## src/source/cu_isa_pkg.sv

```systemverilog
// register map of the control unit, all three control registers are CTRL_W wide
// an opcode value outside opcode_e is read as no instruction
package cu_isa_pkg;

    parameter int CTRL_W = 32;

    typedef enum logic [7:0] {
        OP_WRITE_WEIGHT = 8'd12,
        OP_COMPUTE      = 8'd87
    } opcode_e;

    // status register values seen by the processor
    typedef enum logic [CTRL_W-1:0] {
        ST_CLEAR       = 32'h0000_0000,
        ST_WEIGHT_DONE = 32'h0000_0001,
        ST_OUTPUT_DONE = 32'hFFFF_FFFF
    } status_e;

    ////////////////////////////////////////
    // field positions
    ////////////////////////////////////////

    // ctrl0 holds opcode 7..0, in-channels 19..8 and out-channels 31..20
    parameter int OPC_LSB    = 0;
    parameter int IN_CH_LSB  = 8;
    parameter int OUT_CH_LSB = 20;

    // ctrl1 holds output dimension 10..2 and stride 13..11
    parameter int DIM_LSB    = 2;
    parameter int STRIDE_LSB = 11;

    // ctrl2 holds the one-hot kernel in 4..0
    parameter int KERNEL_LSB = 0;

endpackage

```

## src/source/cu_state_pkg.sv

```systemverilog
// sequencer states and the kernel encoding
// kernel values other than one-hot K1..K5 are treated as K1
package cu_state_pkg;

    typedef enum logic [4:0] {
        K1 = 5'b00001,
        K2 = 5'b00010,
        K3 = 5'b00100,
        K4 = 5'b01000,
        K5 = 5'b10000
    } kernel_e;

    typedef enum logic [2:0] {
        IF_IDLE,
        IF_WAIT_FIRST,
        IF_LOAD_FIRST,
        IF_COMPUTE,
        IF_WAIT_STEP,
        IF_LOAD_STEP
    } ifmap_state_e;

    typedef enum logic [2:0] {
        WL_IDLE,
        WL_RESET_ADDR,
        WL_FETCH,
        WL_SHIFT,
        WL_LOAD_WEIGHT
    } wload_state_e;

    typedef enum logic [1:0] {
        WW_IDLE,
        WW_START,
        WW_WAIT,
        WW_FINISH
    } wwrite_state_e;

    // kernel rows as a count
    function automatic logic [2:0] kernel_rows(kernel_e k);
        case (k)
            K2:      return 3'd2;
            K3:      return 3'd3;
            K4:      return 3'd4;
            K5:      return 3'd5;
            default: return 3'd1;
        endcase
    endfunction

endpackage

```

## src/source/layer_cfg_if.sv

```systemverilog
// decoded layer configuration, valid only while compute_en is high
`timescale 1ns/10ps
interface layer_cfg_if #(
    parameter int CH_BITS  = 12,
    parameter int DIM_BITS = 9
);
    logic                  compute_en;
    cu_state_pkg::kernel_e kernel;
    logic [2:0]            stride;
    logic [DIM_BITS-1:0]   ofmap_dim;
    logic [CH_BITS-1:0]    out_channels;

    modport src (
        output compute_en, kernel, stride, ofmap_dim, out_channels
    );

    modport sink (
        input compute_en, kernel, stride, ofmap_dim, out_channels
    );

endinterface

```

## src/source/cu_top.sv

```systemverilog
// control unit of the convolution accelerator
// weight writer and weight loader never run together, the opcode picks one
`timescale 1ns/10ps
module cu_top #(
    parameter int CH_BITS  = 12,
    parameter int DIM_BITS = 9
) (
    input  logic                          clk,
    input  logic                          rst_n,
    input  logic [cu_isa_pkg::CTRL_W-1:0] ctrl0_i,
    input  logic [cu_isa_pkg::CTRL_W-1:0] ctrl1_i,
    input  logic [cu_isa_pkg::CTRL_W-1:0] ctrl2_i,
    input  logic                          weight_write_done_i,
    input  logic                          output_done_i,
    input  logic                          ifmap_fifo_empty_i,
    input  logic                          weight_valid_i,
    output cu_isa_pkg::status_e           status_o,
    output logic                          axis_en_o,
    output logic                          axis_clear_o,
    output logic [CH_BITS-1:0]            in_channels_o,
    output logic                          layer_finish_o,
    output logic                          load_ifmaps_o,
    output logic                          load_weight_preload_o,
    output logic                          load_weight_o,
    output logic                          weight_bram_write_en_o,
    output logic                          weight_bram_write_start_o,
    output logic                          weight_bram_load_start_o,
    output logic                          weight_bram_add1_o,
    output logic                          weight_bram_add2_o,
    output logic                          weight_bram_port_sel_o
);
    logic write_weight_en;
    logic window_ready;
    logic pass_done;

    layer_cfg_if #(
        .CH_BITS  (CH_BITS),
        .DIM_BITS (DIM_BITS)
    ) cfg_if ();

    inst_decoder #(
        .CH_BITS  (CH_BITS),
        .DIM_BITS (DIM_BITS)
    ) i_inst_decoder (
        .clk                 (clk),
        .rst_n               (rst_n),
        .ctrl0_i             (ctrl0_i),
        .ctrl1_i             (ctrl1_i),
        .ctrl2_i             (ctrl2_i),
        .weight_write_done_i (weight_write_done_i),
        .output_done_i       (output_done_i),
        .layer_finish_i      (layer_finish_o),
        .cfg                 (cfg_if.src),
        .write_weight_en_o   (write_weight_en),
        .axis_en_o           (axis_en_o),
        .axis_clear_o        (axis_clear_o),
        .in_channels_o       (in_channels_o),
        .status_o            (status_o)
    );

    weight_writer i_weight_writer (
        .clk                       (clk),
        .rst_n                     (rst_n),
        .write_weight_en_i         (write_weight_en),
        .weight_write_done_i       (weight_write_done_i),
        .weight_bram_write_en_o    (weight_bram_write_en_o),
        .weight_bram_write_start_o (weight_bram_write_start_o)
    );

    ifmap_sequencer #(
        .DIM_BITS (DIM_BITS)
    ) i_ifmap_sequencer (
        .clk                (clk),
        .rst_n              (rst_n),
        .cfg                (cfg_if.sink),
        .ifmap_fifo_empty_i (ifmap_fifo_empty_i),
        .pass_done_i        (pass_done),
        .window_ready_o     (window_ready),
        .load_ifmaps_o      (load_ifmaps_o),
        .layer_finish_o     (layer_finish_o)
    );

    weight_loader #(
        .CH_BITS (CH_BITS)
    ) i_weight_loader (
        .clk                      (clk),
        .rst_n                    (rst_n),
        .cfg                      (cfg_if.sink),
        .window_ready_i           (window_ready),
        .weight_valid_i           (weight_valid_i),
        .pass_done_o              (pass_done),
        .load_weight_preload_o    (load_weight_preload_o),
        .load_weight_o            (load_weight_o),
        .weight_bram_load_start_o (weight_bram_load_start_o),
        .weight_bram_add1_o       (weight_bram_add1_o),
        .weight_bram_add2_o       (weight_bram_add2_o),
        .weight_bram_port_sel_o   (weight_bram_port_sel_o)
    );

endmodule

```

## src/source/ifmap_sequencer.sv

```systemverilog
// steps the ifmap window over the output map; stride must lie in 1..kernel
// after a finished layer it waits for compute_en to drop before it starts again
`timescale 1ns/10ps
module ifmap_sequencer #(
    parameter int DIM_BITS = 9
) (
    input  logic      clk,
    input  logic      rst_n,
    layer_cfg_if.sink cfg,
    input  logic      ifmap_fifo_empty_i,
    input  logic      pass_done_i,
    output logic      window_ready_o,
    output logic      load_ifmaps_o,
    output logic      layer_finish_o
);
    cu_state_pkg::ifmap_state_e state;
    logic [2:0]                 load_cnt;
    logic [DIM_BITS-1:0]        col_cnt;
    logic [DIM_BITS-1:0]        row_cnt;
    logic                       last_col;
    logic                       last_row;
    logic                       window_done;
    logic                       layer_done_q;

    assign last_col    = (col_cnt == cfg.ofmap_dim - DIM_BITS'(1));
    assign last_row    = (row_cnt == cfg.ofmap_dim - DIM_BITS'(1));
    assign window_done = (state == cu_state_pkg::IF_COMPUTE) && pass_done_i;

    assign window_ready_o = (state == cu_state_pkg::IF_COMPUTE);
    assign load_ifmaps_o  = (state == cu_state_pkg::IF_LOAD_FIRST) ||
                            (state == cu_state_pkg::IF_LOAD_STEP);
    assign layer_finish_o = window_done && last_col && last_row;

    ////////////////////////////////////////
    // window FSM
    ////////////////////////////////////////
    always_ff @(posedge clk or negedge rst_n) begin
        if (!rst_n) begin
            state <= cu_state_pkg::IF_IDLE;
        end else if (!cfg.compute_en) begin
            state <= cu_state_pkg::IF_IDLE;
        end else begin
            case (state)
                cu_state_pkg::IF_IDLE: begin
                    if (!layer_done_q) begin
                        state <= cu_state_pkg::IF_WAIT_FIRST;
                    end
                end
                cu_state_pkg::IF_WAIT_FIRST: begin
                    if (!ifmap_fifo_empty_i) begin
                        state <= cu_state_pkg::IF_LOAD_FIRST;
                    end
                end
                // one load per kernel row
                cu_state_pkg::IF_LOAD_FIRST: begin
                    if (load_cnt + 3'd1 == cu_state_pkg::kernel_rows(cfg.kernel)) begin
                        state <= cu_state_pkg::IF_COMPUTE;
                    end else begin
                        state <= cu_state_pkg::IF_WAIT_FIRST;
                    end
                end
                cu_state_pkg::IF_COMPUTE: begin
                    if (pass_done_i) begin
                        if (!last_col) begin
                            state <= cu_state_pkg::IF_WAIT_STEP;
                        end else if (!last_row) begin
                            state <= cu_state_pkg::IF_WAIT_FIRST;
                        end else begin
                            state <= cu_state_pkg::IF_IDLE;
                        end
                    end
                end
                cu_state_pkg::IF_WAIT_STEP: begin
                    if (!ifmap_fifo_empty_i) begin
                        state <= cu_state_pkg::IF_LOAD_STEP;
                    end
                end
                cu_state_pkg::IF_LOAD_STEP: begin
                    if (load_cnt + 3'd1 == cfg.stride) begin
                        state <= cu_state_pkg::IF_COMPUTE;
                    end else begin
                        state <= cu_state_pkg::IF_WAIT_STEP;
                    end
                end
                default: begin
                    state <= cu_state_pkg::IF_IDLE;
                end
            endcase
        end
    end

    // load counter restarts in every window, position counters run 0..dim-1
    always_ff @(posedge clk or negedge rst_n) begin
        if (!rst_n) begin
            load_cnt     <= '0;
            col_cnt      <= '0;
            row_cnt      <= '0;
            layer_done_q <= 1'b0;
        end else begin
            if (load_ifmaps_o) begin
                load_cnt <= load_cnt + 3'd1;
            end else if (window_ready_o || state == cu_state_pkg::IF_IDLE) begin
                load_cnt <= '0;
            end
            if (state == cu_state_pkg::IF_IDLE) begin
                col_cnt <= '0;
                row_cnt <= '0;
            end else if (window_done) begin
                col_cnt <= last_col ? '0 : col_cnt + DIM_BITS'(1);
                row_cnt <= last_col ? row_cnt + DIM_BITS'(1) : row_cnt;
            end
            if (!cfg.compute_en) begin
                layer_done_q <= 1'b0;
            end else if (layer_finish_o) begin
                layer_done_q <= 1'b1;
            end
        end
    end

endmodule

```

## src/source/inst_decoder.sv

```systemverilog
// register decode, stream gating and status; the opcode must stay stable during an instruction
`timescale 1ns/10ps
module inst_decoder #(
    parameter int CH_BITS  = 12,
    parameter int DIM_BITS = 9
) (
    input  logic                          clk,
    input  logic                          rst_n,
    input  logic [cu_isa_pkg::CTRL_W-1:0] ctrl0_i,
    input  logic [cu_isa_pkg::CTRL_W-1:0] ctrl1_i,
    input  logic [cu_isa_pkg::CTRL_W-1:0] ctrl2_i,
    input  logic                          weight_write_done_i,
    input  logic                          output_done_i,
    input  logic                          layer_finish_i,
    layer_cfg_if.src                      cfg,
    output logic                          write_weight_en_o,
    output logic                          axis_en_o,
    output logic                          axis_clear_o,
    output logic [CH_BITS-1:0]            in_channels_o,
    output cu_isa_pkg::status_e           status_o
);
    logic [7:0] opcode;
    logic       op_compute;
    logic       op_write;
    logic       op_compute_q;
    logic       op_write_q;
    logic       compute_edge;
    logic       any_edge;
    logic       axis_latch;
    logic       axis_clear_q;

    assign opcode     = ctrl0_i[cu_isa_pkg::OPC_LSB +: 8];
    assign op_compute = (opcode == cu_isa_pkg::OP_COMPUTE);
    assign op_write   = (opcode == cu_isa_pkg::OP_WRITE_WEIGHT);

    // layer configuration slices
    assign cfg.compute_en   = op_compute;
    assign cfg.kernel       = cu_state_pkg::kernel_e'(ctrl2_i[cu_isa_pkg::KERNEL_LSB +: 5]);
    assign cfg.stride       = ctrl1_i[cu_isa_pkg::STRIDE_LSB +: 3];
    assign cfg.ofmap_dim    = ctrl1_i[cu_isa_pkg::DIM_LSB +: DIM_BITS];
    assign cfg.out_channels = ctrl0_i[cu_isa_pkg::OUT_CH_LSB +: CH_BITS];
    assign in_channels_o    = ctrl0_i[cu_isa_pkg::IN_CH_LSB +: CH_BITS];

    assign write_weight_en_o = op_write;

    // first cycle of a new opcode
    assign compute_edge = op_compute & ~op_compute_q;
    assign any_edge     = compute_edge | (op_write & ~op_write_q);

    // stream stays open after the opcode until the work drains
    assign axis_en_o    = op_compute | op_write | axis_latch;
    // flush the stream FIFOs before a layer and after a weight write
    assign axis_clear_o = compute_edge | axis_clear_q;

    always_ff @(posedge clk or negedge rst_n) begin
        if (!rst_n) begin
            op_compute_q <= 1'b0;
            op_write_q   <= 1'b0;
            axis_clear_q <= 1'b0;
            axis_latch   <= 1'b0;
        end else begin
            op_compute_q <= op_compute;
            op_write_q   <= op_write;
            axis_clear_q <= weight_write_done_i;
            if (layer_finish_i || weight_write_done_i) begin
                axis_latch <= 1'b0;
            end else if (any_edge) begin
                axis_latch <= 1'b1;
            end
        end
    end

    ////////////////////////////////////////
    // status register
    ////////////////////////////////////////
    always_ff @(posedge clk or negedge rst_n) begin
        if (!rst_n) begin
            status_o <= cu_isa_pkg::ST_CLEAR;
        end else if (weight_write_done_i) begin
            status_o <= cu_isa_pkg::ST_WEIGHT_DONE;
        end else if (output_done_i) begin
            status_o <= cu_isa_pkg::ST_OUTPUT_DONE;
        end else if (any_edge) begin
            status_o <= cu_isa_pkg::ST_CLEAR;
        end
    end

endmodule

```

## src/source/weight_loader.sv

```systemverilog
// reads every filter of a window from the dual-port weight BRAM in word pairs
// port A gives the first word of a pair, port B the second
`timescale 1ns/10ps
module weight_loader #(
    parameter int CH_BITS = 12
) (
    input  logic      clk,
    input  logic      rst_n,
    layer_cfg_if.sink cfg,
    input  logic      window_ready_i,
    input  logic      weight_valid_i,
    output logic      pass_done_o,
    output logic      load_weight_preload_o,
    output logic      load_weight_o,
    output logic      weight_bram_load_start_o,
    output logic      weight_bram_add1_o,
    output logic      weight_bram_add2_o,
    output logic      weight_bram_port_sel_o
);
    cu_state_pkg::wload_state_e state;
    logic [2:0]                 word_cnt;
    logic [CH_BITS-1:0]         filter_cnt;
    logic                       fetch_hit;
    logic                       word_step;
    logic                       last_word;
    logic                       last_filter;

    assign fetch_hit   = (state == cu_state_pkg::WL_FETCH) && weight_valid_i;
    assign word_step   = fetch_hit || (state == cu_state_pkg::WL_SHIFT);
    assign last_word   = (word_cnt + 3'd1 == cu_state_pkg::kernel_rows(cfg.kernel));
    assign last_filter = (filter_cnt + CH_BITS'(1) == cfg.out_channels);

    assign pass_done_o              = (state == cu_state_pkg::WL_LOAD_WEIGHT) && last_filter;
    assign weight_bram_load_start_o = (state == cu_state_pkg::WL_RESET_ADDR);
    assign weight_bram_port_sel_o   = (state == cu_state_pkg::WL_SHIFT);
    // advance by two after a pair, by one after an odd last word
    assign weight_bram_add2_o       = (state == cu_state_pkg::WL_SHIFT);
    assign weight_bram_add1_o       = fetch_hit && last_word;

    ////////////////////////////////////////
    // read FSM
    ////////////////////////////////////////
    always_ff @(posedge clk or negedge rst_n) begin
        if (!rst_n) begin
            state <= cu_state_pkg::WL_IDLE;
        end else if (!cfg.compute_en) begin
            state <= cu_state_pkg::WL_IDLE;
        end else begin
            case (state)
                cu_state_pkg::WL_IDLE: begin
                    if (window_ready_i) begin
                        state <= cu_state_pkg::WL_RESET_ADDR;
                    end
                end
                cu_state_pkg::WL_RESET_ADDR: begin
                    state <= cu_state_pkg::WL_FETCH;
                end
                cu_state_pkg::WL_FETCH: begin
                    if (weight_valid_i) begin
                        state <= last_word ? cu_state_pkg::WL_LOAD_WEIGHT
                                           : cu_state_pkg::WL_SHIFT;
                    end
                end
                cu_state_pkg::WL_SHIFT: begin
                    state <= last_word ? cu_state_pkg::WL_LOAD_WEIGHT
                                       : cu_state_pkg::WL_FETCH;
                end
                cu_state_pkg::WL_LOAD_WEIGHT: begin
                    state <= last_filter ? cu_state_pkg::WL_IDLE : cu_state_pkg::WL_FETCH;
                end
                default: begin
                    state <= cu_state_pkg::WL_IDLE;
                end
            endcase
        end
    end

    // word count per filter, filter count per window
    always_ff @(posedge clk or negedge rst_n) begin
        if (!rst_n) begin
            word_cnt              <= '0;
            filter_cnt            <= '0;
            load_weight_preload_o <= 1'b0;
            load_weight_o         <= 1'b0;
        end else begin
            if (word_step) begin
                word_cnt <= word_cnt + 3'd1;
            end else if (state != cu_state_pkg::WL_FETCH) begin
                word_cnt <= '0;
            end
            if (state == cu_state_pkg::WL_IDLE) begin
                filter_cnt <= '0;
            end else if (state == cu_state_pkg::WL_LOAD_WEIGHT) begin
                filter_cnt <= filter_cnt + CH_BITS'(1);
            end
            // one preload per kernel row, one load per filter
            load_weight_preload_o <= cfg.compute_en && word_step;
            load_weight_o         <= cfg.compute_en && (state == cu_state_pkg::WL_LOAD_WEIGHT);
        end
    end

endmodule

```

## src/source/weight_writer.sv

```systemverilog
// weight BRAM write control, parks in FINISH until the opcode is withdrawn
`timescale 1ns/10ps
module weight_writer (
    input  logic clk,
    input  logic rst_n,
    input  logic write_weight_en_i,
    input  logic weight_write_done_i,
    output logic weight_bram_write_en_o,
    output logic weight_bram_write_start_o
);
    cu_state_pkg::wwrite_state_e state;

    assign weight_bram_write_start_o = (state == cu_state_pkg::WW_START);
    assign weight_bram_write_en_o    = (state != cu_state_pkg::WW_IDLE);

    always_ff @(posedge clk or negedge rst_n) begin
        if (!rst_n) begin
            state <= cu_state_pkg::WW_IDLE;
        end else if (!write_weight_en_i) begin
            state <= cu_state_pkg::WW_IDLE;
        end else begin
            case (state)
                cu_state_pkg::WW_IDLE: begin
                    state <= cu_state_pkg::WW_START;
                end
                cu_state_pkg::WW_START: begin
                    state <= cu_state_pkg::WW_WAIT;
                end
                // BRAM controller streams all weights in here
                cu_state_pkg::WW_WAIT: begin
                    if (weight_write_done_i) begin
                        state <= cu_state_pkg::WW_FINISH;
                    end
                end
                cu_state_pkg::WW_FINISH: begin
                    state <= cu_state_pkg::WW_FINISH;
                end
                default: begin
                    state <= cu_state_pkg::WW_IDLE;
                end
            endcase
        end
    end

endmodule
```

## config.mk

```make
export PLATFORM = sky130hd
export DESIGN_NAME = cu_top
export DESIGN_NICKNAME = d
export VERILOG_FILES = /design/src/source/cu_isa_pkg.sv /design/src/source/cu_state_pkg.sv /design/src/source/layer_cfg_if.sv /design/src/source/cu_top.sv /design/src/source/ifmap_sequencer.sv /design/src/source/inst_decoder.sv /design/src/source/weight_loader.sv /design/src/source/weight_writer.sv
export SDC_FILE = /design/constraint.sdc
export NUM_CORES = 1
export LEC_CHECK = 0
export BUFFER_PORTS_ARGS = -buffer_cell sky130_fd_sc_hd__buf_2
export CAP_MARGIN = 20
export CORE_ASPECT_RATIO = 2
export CORE_UTILIZATION = 40
export DETAILED_ROUTE_END_ITERATION = 16
export PLACE_DENSITY_LB_ADDON = 0.15
export SLEW_MARGIN = 20
export SYNTH_ARGS = -nofsm -noshare
export SYNTH_HDL_FRONTEND = slang
export SYNTH_SLANG_ARGS = --single-unit
export TNS_END_PERCENT = 100
```

## constraint.sdc

```tcl
create_clock -name clk -period 4.3 [get_ports clk]
set_input_delay 0 -clock clk [delete_from_list [all_inputs] [get_ports clk]]
set_output_delay 0 -clock clk [all_outputs]
set_load 0.01 [all_outputs]
```

==> out/qor.yml, run 1 <==
die:
  core_um2: 10100
  die_area_um2: 10700
  num_rows: 52
  io_pins: 158
  fp.dieH_um: 146
  start_util_pct: 40.9
  die_x_um: 73.8
sta:
  post-route-min-period_ps: 3680
  max_freq_mhz: 272
  rsz0062_at_grt: "false"
  post-route-period-util_pct: 85.6
  slew_violations: 0
  relSlewSlack_pct: 52.2
  worst_pin_slew_ps: 717
  fin_tns_setup_ps: 0
  clock_skew_ps: 2.93
  hold_viol: 0
  final-setup-viol-count: 0
setup_path:
  critPathMaxFanout: 18
  rr_startpoint: "i_weight_loader.filter_cnt[0]"
  reg2reg_depth: 8
  path_class: "flop to output pin"
  path_delay_family: "simple AND/OR/NAND/NOR gates"
  arrival_ps: 3680
  critical_path.n_buffers_inverters: 1
  crit_chain: "ha_1 -> nand4_1 -> or3_4 -> a2111oi_4 -> nand4b_2 -> or4_1 -> nor2_2 -> buf_2"
  startpoint: "i_weight_loader.filter_cnt[0]"
  cp_slowest_cell: "or4_1"
  cp_slowest_stage_delay_ps: 830
  crit_cells: 8
  crit_required_ps: 4300
  cp-start-kind: "flop"
  endpoint_kind: "output pin"
grt:
  grt_pass1_vias: 3405
  grt_usage_pct: 19.4
  antenna_found_initial: 0
  grt_busiest_layer: "met2"
  use_met2_pct: 36.6
  grt-ovfl-total: 0
  gr-usage-met3_pct: 1.87
  grt_pass1_wl_um: 16300
  use_met1_pct: 21.0
  grt_max_degree: 54
clock_tree:
  clk-insertion-delay-late_ps: 290
  postCtsHoldBufs: 3
  tritoncts: "done"
  clock-sinks: 53
  path_clk_slew_ps: 70
  cts_resized: 0
  clock_path_buffers: 2
  cts_inserted_buffers: 5
  cts_setup_buffers: 0
  cts-htree-levels: 2
  cts-root-buf: "clkbuf_16"
worst_hold_path:
  whs_path_depth: 0
  hp-class: "input pin to output pin"
  hold_start: "ctrl0_i[17]"
layout:
  antenna_cells: 0
  drive_gt1_share_pct: 22.0
  area_delta_synth_final_pct: 9.28
  fill_cells: 1017
  layout.nets: 626
yosys:
  synth_fa_ha_area_share_pct: 1.82
  seq_area_frac_synth_pct: 32.2
  synth-xor-area-share_pct: 12.6
  ys.flop_type: "dfrtp_1"
  syn_area_um2: 4130
  synthCells: 483
  ys_seq_elements: 53
  yosysTopAreaCell: "dfrtp_1"
  syn_area_per_cell_um2: 8.54
  synth_edf_count: 0
  async_reset_ff_share_pct: 100
  synth_cell_types: 66
  synthTopCellsByArea: "dfrtp_1 (32%), buf_4 (8.4%), xnor2_1 (7.4%)"
  synth_top_area_share_pct: 32.2
  syn_nets: 591
  synth_compound_area_share_pct: 17.4
  synth_top_family_by_area: "simple AND/OR/NAND/NOR gates"
  muxShareOfSynthArea_pct: 0.485
  yosysWarnings: 0
  yosys.area_share.simple_pct: 23.9
routing:
  num_vias: 3542
  viasPerCell: 5.42
  wl_um: 9770
  wl_per_cell_um: 14.9
  drtIter0Drc: 115
  ant_nets: 0
  drc_errors: 0
  dr.pass1.iters: 7
power_and_ir_drop:
  p_leak_nw: 1.97
  power_mw: 1.03
  ir_worst_vdd_v: 0.000157
  power.density_nw_per_um2: 228
job:
  cap_violations: 0
placement:
  place_congestion: 0.830
  place_hpwl_um: 7520
  io_buffers: 86
status:
  outcome: "finished, final reports clean"
==> cell usage in the layout, fill, tap and decap left out, types with 4 or more instances in the layout <==
master / count
buf_2: 86
dfrtp_1: 53
nand2_1: 45
xnor2_1: 35
o21ai_0: 33
nor2_1: 24
a21oi_1: 24
xor2_1: 22
nand3_1: 18
inv_1: 15
or3_1: 13
nor4_1: 11
nor3_1: 10
nand4_1: 9
o31ai_1: 7
or4_1: 6
and3_1: 6
ha_1: 6
nand2b_1: 5
nor2b_1: 5
or2_2: 5
clkbuf_16: 5
buf_4: 5
o21a_1: 4
==> report_power, final <==
part	leakage [nW]	internal [mW]	switching, mW
logic	1.17	0.0578	0.0730
clock network	0.0641	0.217	0.176
registers	0.732	0.500	0.00399
==> stage by stage <==
stage | area (um2) | util, % | instances | hold WS, ps | setup slack [ps]
CTS | 4510 | 44.7 | 654 | 0.0686 | 544
floorplan | 4130 | - | 483 | -296 | 1330
global placement | 4340 | 43.0 | 643 | 0.0686 | 773
finish | 4510 | 44.7 | 654 | 0.00444 | 620
global route | 4510 | 44.7 | 654 | 0.0171 | 364
detailed placement | 4340 | 43.0 | 643 | 0.0686 | 735
==> area by class of cell <==
type                       instances  area (um2)  area share, %
inverter                          15        56.3           1.25
clock inverter                     1        7.51          0.167
sequential                        53        1330           29.4
tap                              135         169           3.75
multi-input combinational        349        2320           51.4
clock buffer                       7         133           2.94
timing repair buffer              94         498           11.0
==> registers in the layout, summed over array words and instances, names as in the netlist <==
| register | count |
|---|---|
| i_inst_decoder.axis_latch | 1 |
| i_inst_decoder.op_write_q | 1 |
| i_ifmap_sequencer.layer_done_q | 1 |
| i_weight_loader.load_weight_o | 1 |
| i_ifmap_sequencer.row_cnt | 9 |
| i_weight_loader.word_cnt | 3 |
| i_weight_loader.state | 3 |
| i_inst_decoder.status_o | 2 |
| i_weight_writer.state | 2 |
| i_weight_loader.load_weight_preload_o | 1 |
| i_ifmap_sequencer.load_cnt | 3 |
| i_ifmap_sequencer.col_cnt | 9 |
| i_inst_decoder.op_compute_q | 1 |
| i_weight_loader.filter_cnt | 12 |
| i_inst_decoder.axis_clear_q | 1 |
| i_ifmap_sequencer.state | 3 |
==> metal layers <==
layer,vias up,wire [um]
met2,92,5480
met3,12,304
met5,-,0
met4,0,208
li1,1754,-
met1,1684,3780
==> synthesized netlist by cell type (10+ instances only) <==
master,n
nor4_1,11
buf_4,46
nand3_1,18
or3_1,13
o21ai_0,33
dfrtp_1,53
xnor2_1,35
inv_1,15
nand2_1,45
clkbuf_1,15
nor2_1,24
a21oi_1,24
xor2_1,22
nor3_1,10
==> worst paths after layout <==
| path | to | slack (ps) |
|---|---|---|
| setup / recovery | layer_finish_o | 620 |
| hold / removal | in_channels_o[9] | 0.004 |
| setup reg to reg | i_ifmap_sequencer.row_cnt[6] | 730 |
| hold reg to reg | i_inst_decoder.status_o[0] | 500 |
| max in group asynchronous | i_weight_loader.filter_cnt[9] | 3450 |
| min in group asynchronous | i_weight_loader.word_cnt[2] | 380 |
==> worst reg2reg max path, cell delays in order, from the launching register on <==
cell and delay (ps):
dfrtp_1 480, ha_1 360, nand4_1 140, or3_4 400, a2111oi_4 400, nand4b_2 270
or4_1 830, or3_1 450, a21oi_1 160
==> kinds of logic after synthesis <==
logic type      count (synthesis)
buf+inv                        81
fa+ha+maj                       6
simple gates                  178
mux                             2
flops                          53
compound gates                105
xor+xnor                       58
(Power assumes the default switching activity.)
==> run 2: changes to the inputs <==
==> constraint.sdc (replaced) <==
create_clock -name clk -period 4.3 [get_ports clk]
set_input_delay 0.43 -clock clk [delete_from_list [all_inputs] [get_ports clk]]
set_output_delay 0.43 -clock clk [all_outputs]
set_load 0.01 [all_outputs]
==> out/qor.yml, run 2 (synthesized netlist as in run 1, its figures left out) <==
routing:
  wl_um: 9760  # -0.10%
  ant_nets: 0  # unchanged
  viasPerCell: 5.40  # -0.21%
  routed.top_layer: "met4"
  wl_met1_um: 3680  # -2.6%
  dr.pass1.iters: 6  # -1
  wl_per_cell_um: 15.0  # +0.51%
  met2RoutedLength_um: 5590  # +2.0%
  route.met3.wl_um: 293  # -3.6%
  drc_errors: 0  # unchanged
  num_vias: 3513  # -0.82%
  drtIter0Drc: 108  # -6.1%
layout:
  drive_gt1_share_pct: 22.3  # +0.36 points
  largest_register_ffs: 12  # unchanged
  layout_common_cells: "buf_2 (86), dfrtp_1 (53), nand2_1 (45), xnor2_1 (35), o21ai_0 (33)"
  multi_input_area_um2: 2320  # unchanged
  top_regs: "i_weight_loader.filter_cnt: 12 flops, i_ifmap_sequencer.col_cnt: 9 flops, i_ifmap_sequencer.row_cnt: 9 flops"
  layout.nets: 624  # -0.32%
  area_delta_synth_final_pct: 8.49
  antenna_cells: 0  # unchanged
  fill_cells: 1016  # -0.098%
  seq_area_um2: 1330  # unchanged
  top_register: "i_weight_loader.filter_cnt"
  layout_commonest_cell: "buf_2"
setup_path:
  crit_chain: "ha_1 -> nand4_1 -> or3_4 -> a2111oi_4 -> nand4b_2 -> or4_1 -> nor2_2 -> buf_2"
  arrival_ps: 3330  # -350 ps
  cp_slowest_stage_delay_ps: 600  # -230 ps
  critPathMaxFanout: 8  # -10
  path_delay_family: "simple AND/OR/NAND/NOR gates"
  critical_path.n_buffers_inverters: 1  # unchanged
  cp-start-kind: "flop"
  crit_required_ps: 3870  # -430 ps
  path_class: "flop to output pin"
  cp_slowest_cell: "or4_1"
  endpoint_kind: "output pin"
power_and_ir_drop:
  ir_worst_vdd_v: 0.000172  # +9.4%
  p_leak_nw: 1.96  # -0.29%
  power_mw: 1.01  # -1.3%
  power.density_nw_per_um2: 226  # -0.59%
die:
  core_um2: 10100  # unchanged
  die_x_um: 73.8  # unchanged
  die_area_um2: 10700  # unchanged
  num_rows: 52  # unchanged
  fp.dieH_um: 146  # unchanged
  start_util_pct: 40.9  # unchanged
  io_pins: 158  # unchanged
sta:
  hold_viol: 0  # unchanged
  slew_violations: 0  # unchanged
  post-route-period-util_pct: 87.5  # +1.9 points
  post-route-min-period_ps: 3760  # +83.0 ps
  relSlewSlack_pct: 32.3  # -20 points
  fin_tns_setup_ps: 0  # unchanged
  rsz0062_at_grt: "false"
  clock_skew_ps: 4.07  # +1.14 ps
  worst_pin_slew_ps: 1010  # +290 ps
  max_freq_mhz: 266  # -2.2%
  final-setup-viol-count: 0  # unchanged
worst_hold_path:
  hp-class: "input pin to async pin"
clock_tree:
  clock_path_buffers: 2  # unchanged
  cts_inserted_buffers: 5  # unchanged
  tritoncts: "done"
  postCtsHoldBufs: 0  # -3
  cts_resized: 0  # unchanged
  cts_setup_buffers: 0  # unchanged
  clk-insertion-delay-late_ps: 290  # about the same
  path_clk_slew_ps: 70  # about the same
  cts-htree-levels: 2  # unchanged
  cts-root-buf: "clkbuf_16"
  clock-sinks: 53  # unchanged
grt:
  grt_usage_pct: 19.4  # +0.031 points
  grt_max_degree: 54  # unchanged
  grt-ovfl-total: 0  # unchanged
  antenna_found_initial: 0  # unchanged
  grt_pass1_wl_um: 16200  # -0.17%
  grt_pass1_vias: 3447  # +1.2%
placement:
  place_hpwl_um: 7520  # about the same
  place_congestion: 0.849  # +2.3%
  io_buffers: 86  # unchanged
job:
  cap_violations: 0  # unchanged
status:
  outcome: "finished, final reports clean"
==> run 2: changes by cell type in the layout (fill, tap and decap cells not counted), sizes merged <==
cell,before,now
clkbuf,7,5
buf,91,92
dlygate4sd3,3,0
clkinv,0,1
clkinvlp,1,0
==> run 2: final timing paths <==
path / slack [ps] / from / depth (start not counted) / endpoint
max: 540 / i_weight_loader.filter_cnt[0] / 8 / layer_finish_o
min: 250 / rst_n / 2 / i_weight_loader.word_cnt[2]
max reg2reg: 860 / i_weight_loader.filter_cnt[0] / 9 / i_ifmap_sequencer.row_cnt[3]
min reg2reg: 480 / i_inst_decoder.status_o[0] / 1 / i_inst_decoder.status_o[0]
max in group asynchronous: 3570 / rst_n / 2 / i_weight_loader.filter_cnt[10]
min in group clk: 320 / weight_write_done_i / 1 / i_inst_decoder.axis_clear_q
==> run 2: layout make-up <==
type | count | area share, %
clock inverter | 1 | 0.112
tap | 135 | 3.77
timing repair buffer | 92 | 10.6
sequential | 53 | 29.6
clock buffer | 5 | 2.80
inverter | 15 | 1.26
multi-input combinational | 349 | 51.8
==> run 2: worst reg2reg max path: cells and delay by family (launching register included) <==
family / cells / cell delay [ps]
compound gates: 2 / 550
simple gates: 5 / 1760
buf+inv: 1 / 210
fa+ha+maj: 1 / 350
flops: 1 / 480
==> run 2: stage by stage <==
step | std cells | area, um2 | utilization (%) | worst slack (ps) | hold slack [ps]
floorplan | 483 | 4130 | - | 1100 | 134
global placement | 644 | 4350 | 43.1 | 872 | 477
detailed placement | 644 | 4350 | 43.1 | 836 | 475
CTS | 650 | 4480 | 44.4 | 511 | 293
global route | 650 | 4480 | 44.4 | 323 | 314
finish | 650 | 4480 | 44.4 | 536 | 252
==> run 2: power by group <==
part | switching, mW | internal (mW) | total [mW]
Clock | 0.173 | 0.209 | 0.382
Sequential | 0.00394 | 0.500 | 0.504
Combinational | 0.0723 | 0.0557 | 0.128
==> run 2: per-layer routing <==
| layer | track usage [%] | up-vias |
|---|---|---|
| met2 | 37.2 | 76 |
| li1 | - | 1752 |
| met4 | 7.02 | 0 |
| met1 | 20.6 | 1673 |
| met3 | 2.22 | 12 |
| met5 | 0 | - |
==> run 3: changes to the inputs <==
--- a/config.mk
+++ b/config.mk
@@ -7,8 +7,10 @@
 export LEC_CHECK = 0
 export BUFFER_PORTS_ARGS = -buffer_cell sky130_fd_sc_hd__buf_2
 export CAP_MARGIN = 20
+export CELL_PAD_IN_SITES_DETAIL_PLACEMENT = 0
+export CELL_PAD_IN_SITES_GLOBAL_PLACEMENT = 2
 export CORE_ASPECT_RATIO = 2
-export CORE_UTILIZATION = 40
+export CORE_UTILIZATION = 28
 export DETAILED_ROUTE_END_ITERATION = 16
 export PLACE_DENSITY_LB_ADDON = 0.15
 export SLEW_MARGIN = 20
==> out/qor.yml, run 3 (synthesized netlist as in run 1, its figures left out) <==
status:
  outcome: "finished, final reports clean"
clock_tree:
  clk-insertion-delay-late_ps: 300  # about the same
  clock_path_buffers: 2  # unchanged
  cts_setup_buffers: 0  # unchanged
  path_clk_slew_ps: 70  # about the same
  cts-root-buf: "clkbuf_16"
  cts-htree-levels: 2  # unchanged
  cts_inserted_buffers: 5  # unchanged
  clock-sinks: 53  # unchanged
  tritoncts: "done"
  postCtsHoldBufs: 0  # unchanged
  cts_resized: 0  # unchanged
die:
  core_um2: 14400  # +42%
  io_pins: 158  # unchanged
  die_x_um: 87.8  # +19%
  die_area_um2: 15300  # +42%
  num_rows: 62  # +19%
  fp.dieH_um: 174  # +19%
  start_util_pct: 28.7  # -12 points
sta:
  relSlewSlack_pct: 34.4  # +2.1 points
  worst_pin_slew_ps: 975  # -31.8 ps
  fin_tns_setup_ps: 0  # unchanged
  slew_violations: 0  # unchanged
  max_freq_mhz: 265  # -0.45%
  rsz0062_at_grt: "false"
  post-route-period-util_pct: 87.9  # +0.40 points
  post-route-min-period_ps: 3780  # +17.1 ps
  clock_skew_ps: 8.85  # +4.78 ps
  fin_hold_ws_ps: 5.48  # -247 ps
  hold_viol: 0  # unchanged
  final-setup-viol-count: 0  # unchanged
routing:
  wl_per_cell_um: 15.9  # +6.0%
  wl_um: 11300  # +16%
  viasPerCell: 4.93  # -8.8%
  dr.pass1.iters: 4  # -2
  drtIter0Drc: 135  # +25%
  num_vias: 3493  # -0.57%
  drc_errors: 0  # unchanged
  ant_nets: 0  # unchanged
setup_path:
  critPathMaxFanout: 8  # unchanged
  startpoint: "i_weight_loader.filter_cnt[0]"
  critical_path.n_buffers_inverters: 1  # unchanged
  crit_chain: "ha_1 -> nand4_1 -> or3_4 -> a2111oi_4 -> nand4b_2 -> or4_1 -> nor2_2 -> buf_2"
  r2r_slack_ps: 750  # -110 ps
  reg2reg_depth: 9  # unchanged
  crit_required_ps: 3870  # about the same
  arrival_ps: 3350  # +20 ps
  path_delay_family: "simple AND/OR/NAND/NOR gates"
  endpoint: "layer_finish_o"
  cp-start-kind: "flop"
  cp_slowest_cell: "or4_1"
  reg2reg_to: "i_ifmap_sequencer.row_cnt[6]"
  path_class: "flop to output pin"
  cp_slowest_stage_delay_ps: 630  # +30 ps
  endpoint_kind: "output pin"
  rr_startpoint: "i_weight_loader.filter_cnt[0]"
  crit_cells: 8  # unchanged
worst_hold_path:
  hp-class: "input pin to async pin"
layout:
  drive_gt1_share_pct: 22.8  # +0.49 points
  final_cell_area_um2: 4600  # +2.7%
  top_regs: "i_weight_loader.filter_cnt: 12 flops, i_ifmap_sequencer.col_cnt: 9 flops, i_ifmap_sequencer.row_cnt: 9 flops"
  layout_commonest_cell: "buf_2"
  layout.nets: 624  # unchanged
  antenna_cells: 0  # unchanged
  largest_register_ffs: 12  # unchanged
  top_register: "i_weight_loader.filter_cnt"
  layout_common_cells: "buf_2 (86), dfrtp_1 (53), nand2_1 (45), xnor2_1 (35), o21ai_0 (33)"
  area_delta_synth_final_pct: 11.5
  postLayoutCoreUtil_pct: 32.0  # -12 points
placement:
  placement.cell_area_um2: 4420  # +1.8%
  place_congestion: 0.753  # -11%
  io_buffers: 86  # unchanged
  place_hpwl_um: 8900  # +18%
grt:
  grt-ovfl-total: 0  # unchanged
  grt_busiest_layer: "met2"
  gr-usage-met3_pct: 1.62  # -0.60 points
  grt_pass1_vias: 3479  # +0.93%
  use_met1_pct: 16.4  # -4.3 points
  grt_usage_pct: 15.4  # -4.0 points
  antenna_found_initial: 0  # unchanged
  use_met2_pct: 29.3  # -7.9 points
  grt_max_degree: 44  # -19%
  grt_pass1_wl_um: 18100  # +11%
power_and_ir_drop:
  ir_worst_vdd_v: 0.000190  # +10%
  power.density_nw_per_um2: 244  # +7.9%
  power_mw: 1.12  # +11%
  p_leak_nw: 1.98  # +1.0%
job:
  cap_violations: 0  # unchanged
==> run 3: cell types whose count changed in the layout (fill, tap and decap cells not counted), sizes merged <==
| cell | before | now |
|---|---|---|
| bufinv | 0 | 1 |
| clkbuf | 5 | 6 |
| clkinv | 1 | 0 |
| clkinvlp | 0 | 1 |
==> run 3: cell type report <==
class | instances | area [um2]
tap | 192 | 240
fill | 1568 | 9750
inverter | 15 | 56.3
timing repair buffer | 92 | 475
clock inverter | 2 | 37.5
sequential | 53 | 1330
clock buffer | 6 | 139
multi-input combinational | 349 | 2320
==> run 3: worst min path at each step <==
stage                     cells past startpoint                            end  slack [ps]
final                                         1  i_ifmap_sequencer.load_cnt[0]           5
after global routing                          1  i_ifmap_sequencer.load_cnt[0]          20
after CTS                                     1  i_ifmap_sequencer.load_cnt[0]          10
after detailed placement                      1  i_ifmap_sequencer.load_cnt[0]         340
after global placement                        1  i_ifmap_sequencer.load_cnt[0]         330
after floorplan                               0   i_ifmap_sequencer.col_cnt[0]         130
==> run 3: report_power, final <==
| part | internal [mW] | switching (mW) |
|---|---|---|
| sequential | 0.499 | 0.00430 |
| clock | 0.291 | 0.197 |
| combinational | 0.0559 | 0.0759 |
| total | 0.846 | 0.277 |
==> run 3: worst reg2reg max path, delay by kind of cell, from the launching register on <==
family | cells | cell delay (ps)
flip-flops | 1 | 500
buffers and inverters | 1 | 220
AND/OR/NAND/NOR | 5 | 1850
AO/OA/AOI/OAI | 2 | 550
adder cells (fa/ha/maj) | 1 | 360
==> run 3: per-stage QoR <==
step | setup WS, ps | std cells
2_1_floorplan | 1100 | 483
3_3_place_gp | 749 | 701
3_5_place_dp | 725 | 701
4_1_cts | 455 | 709
5_1_grt | 291 | 709
6_report | 519 | 709
==> run 3: metal layers <==
metal / share of wire (%) / wire, um / vias to the layer above
met1: 38 / 4340 / 1671
li1: - / - / 1747
met4: 3.6 / 405 / 0
met2: 56 / 6300 / 57
met3: 2.1 / 235 / 18
met5: 0 / 0 / -
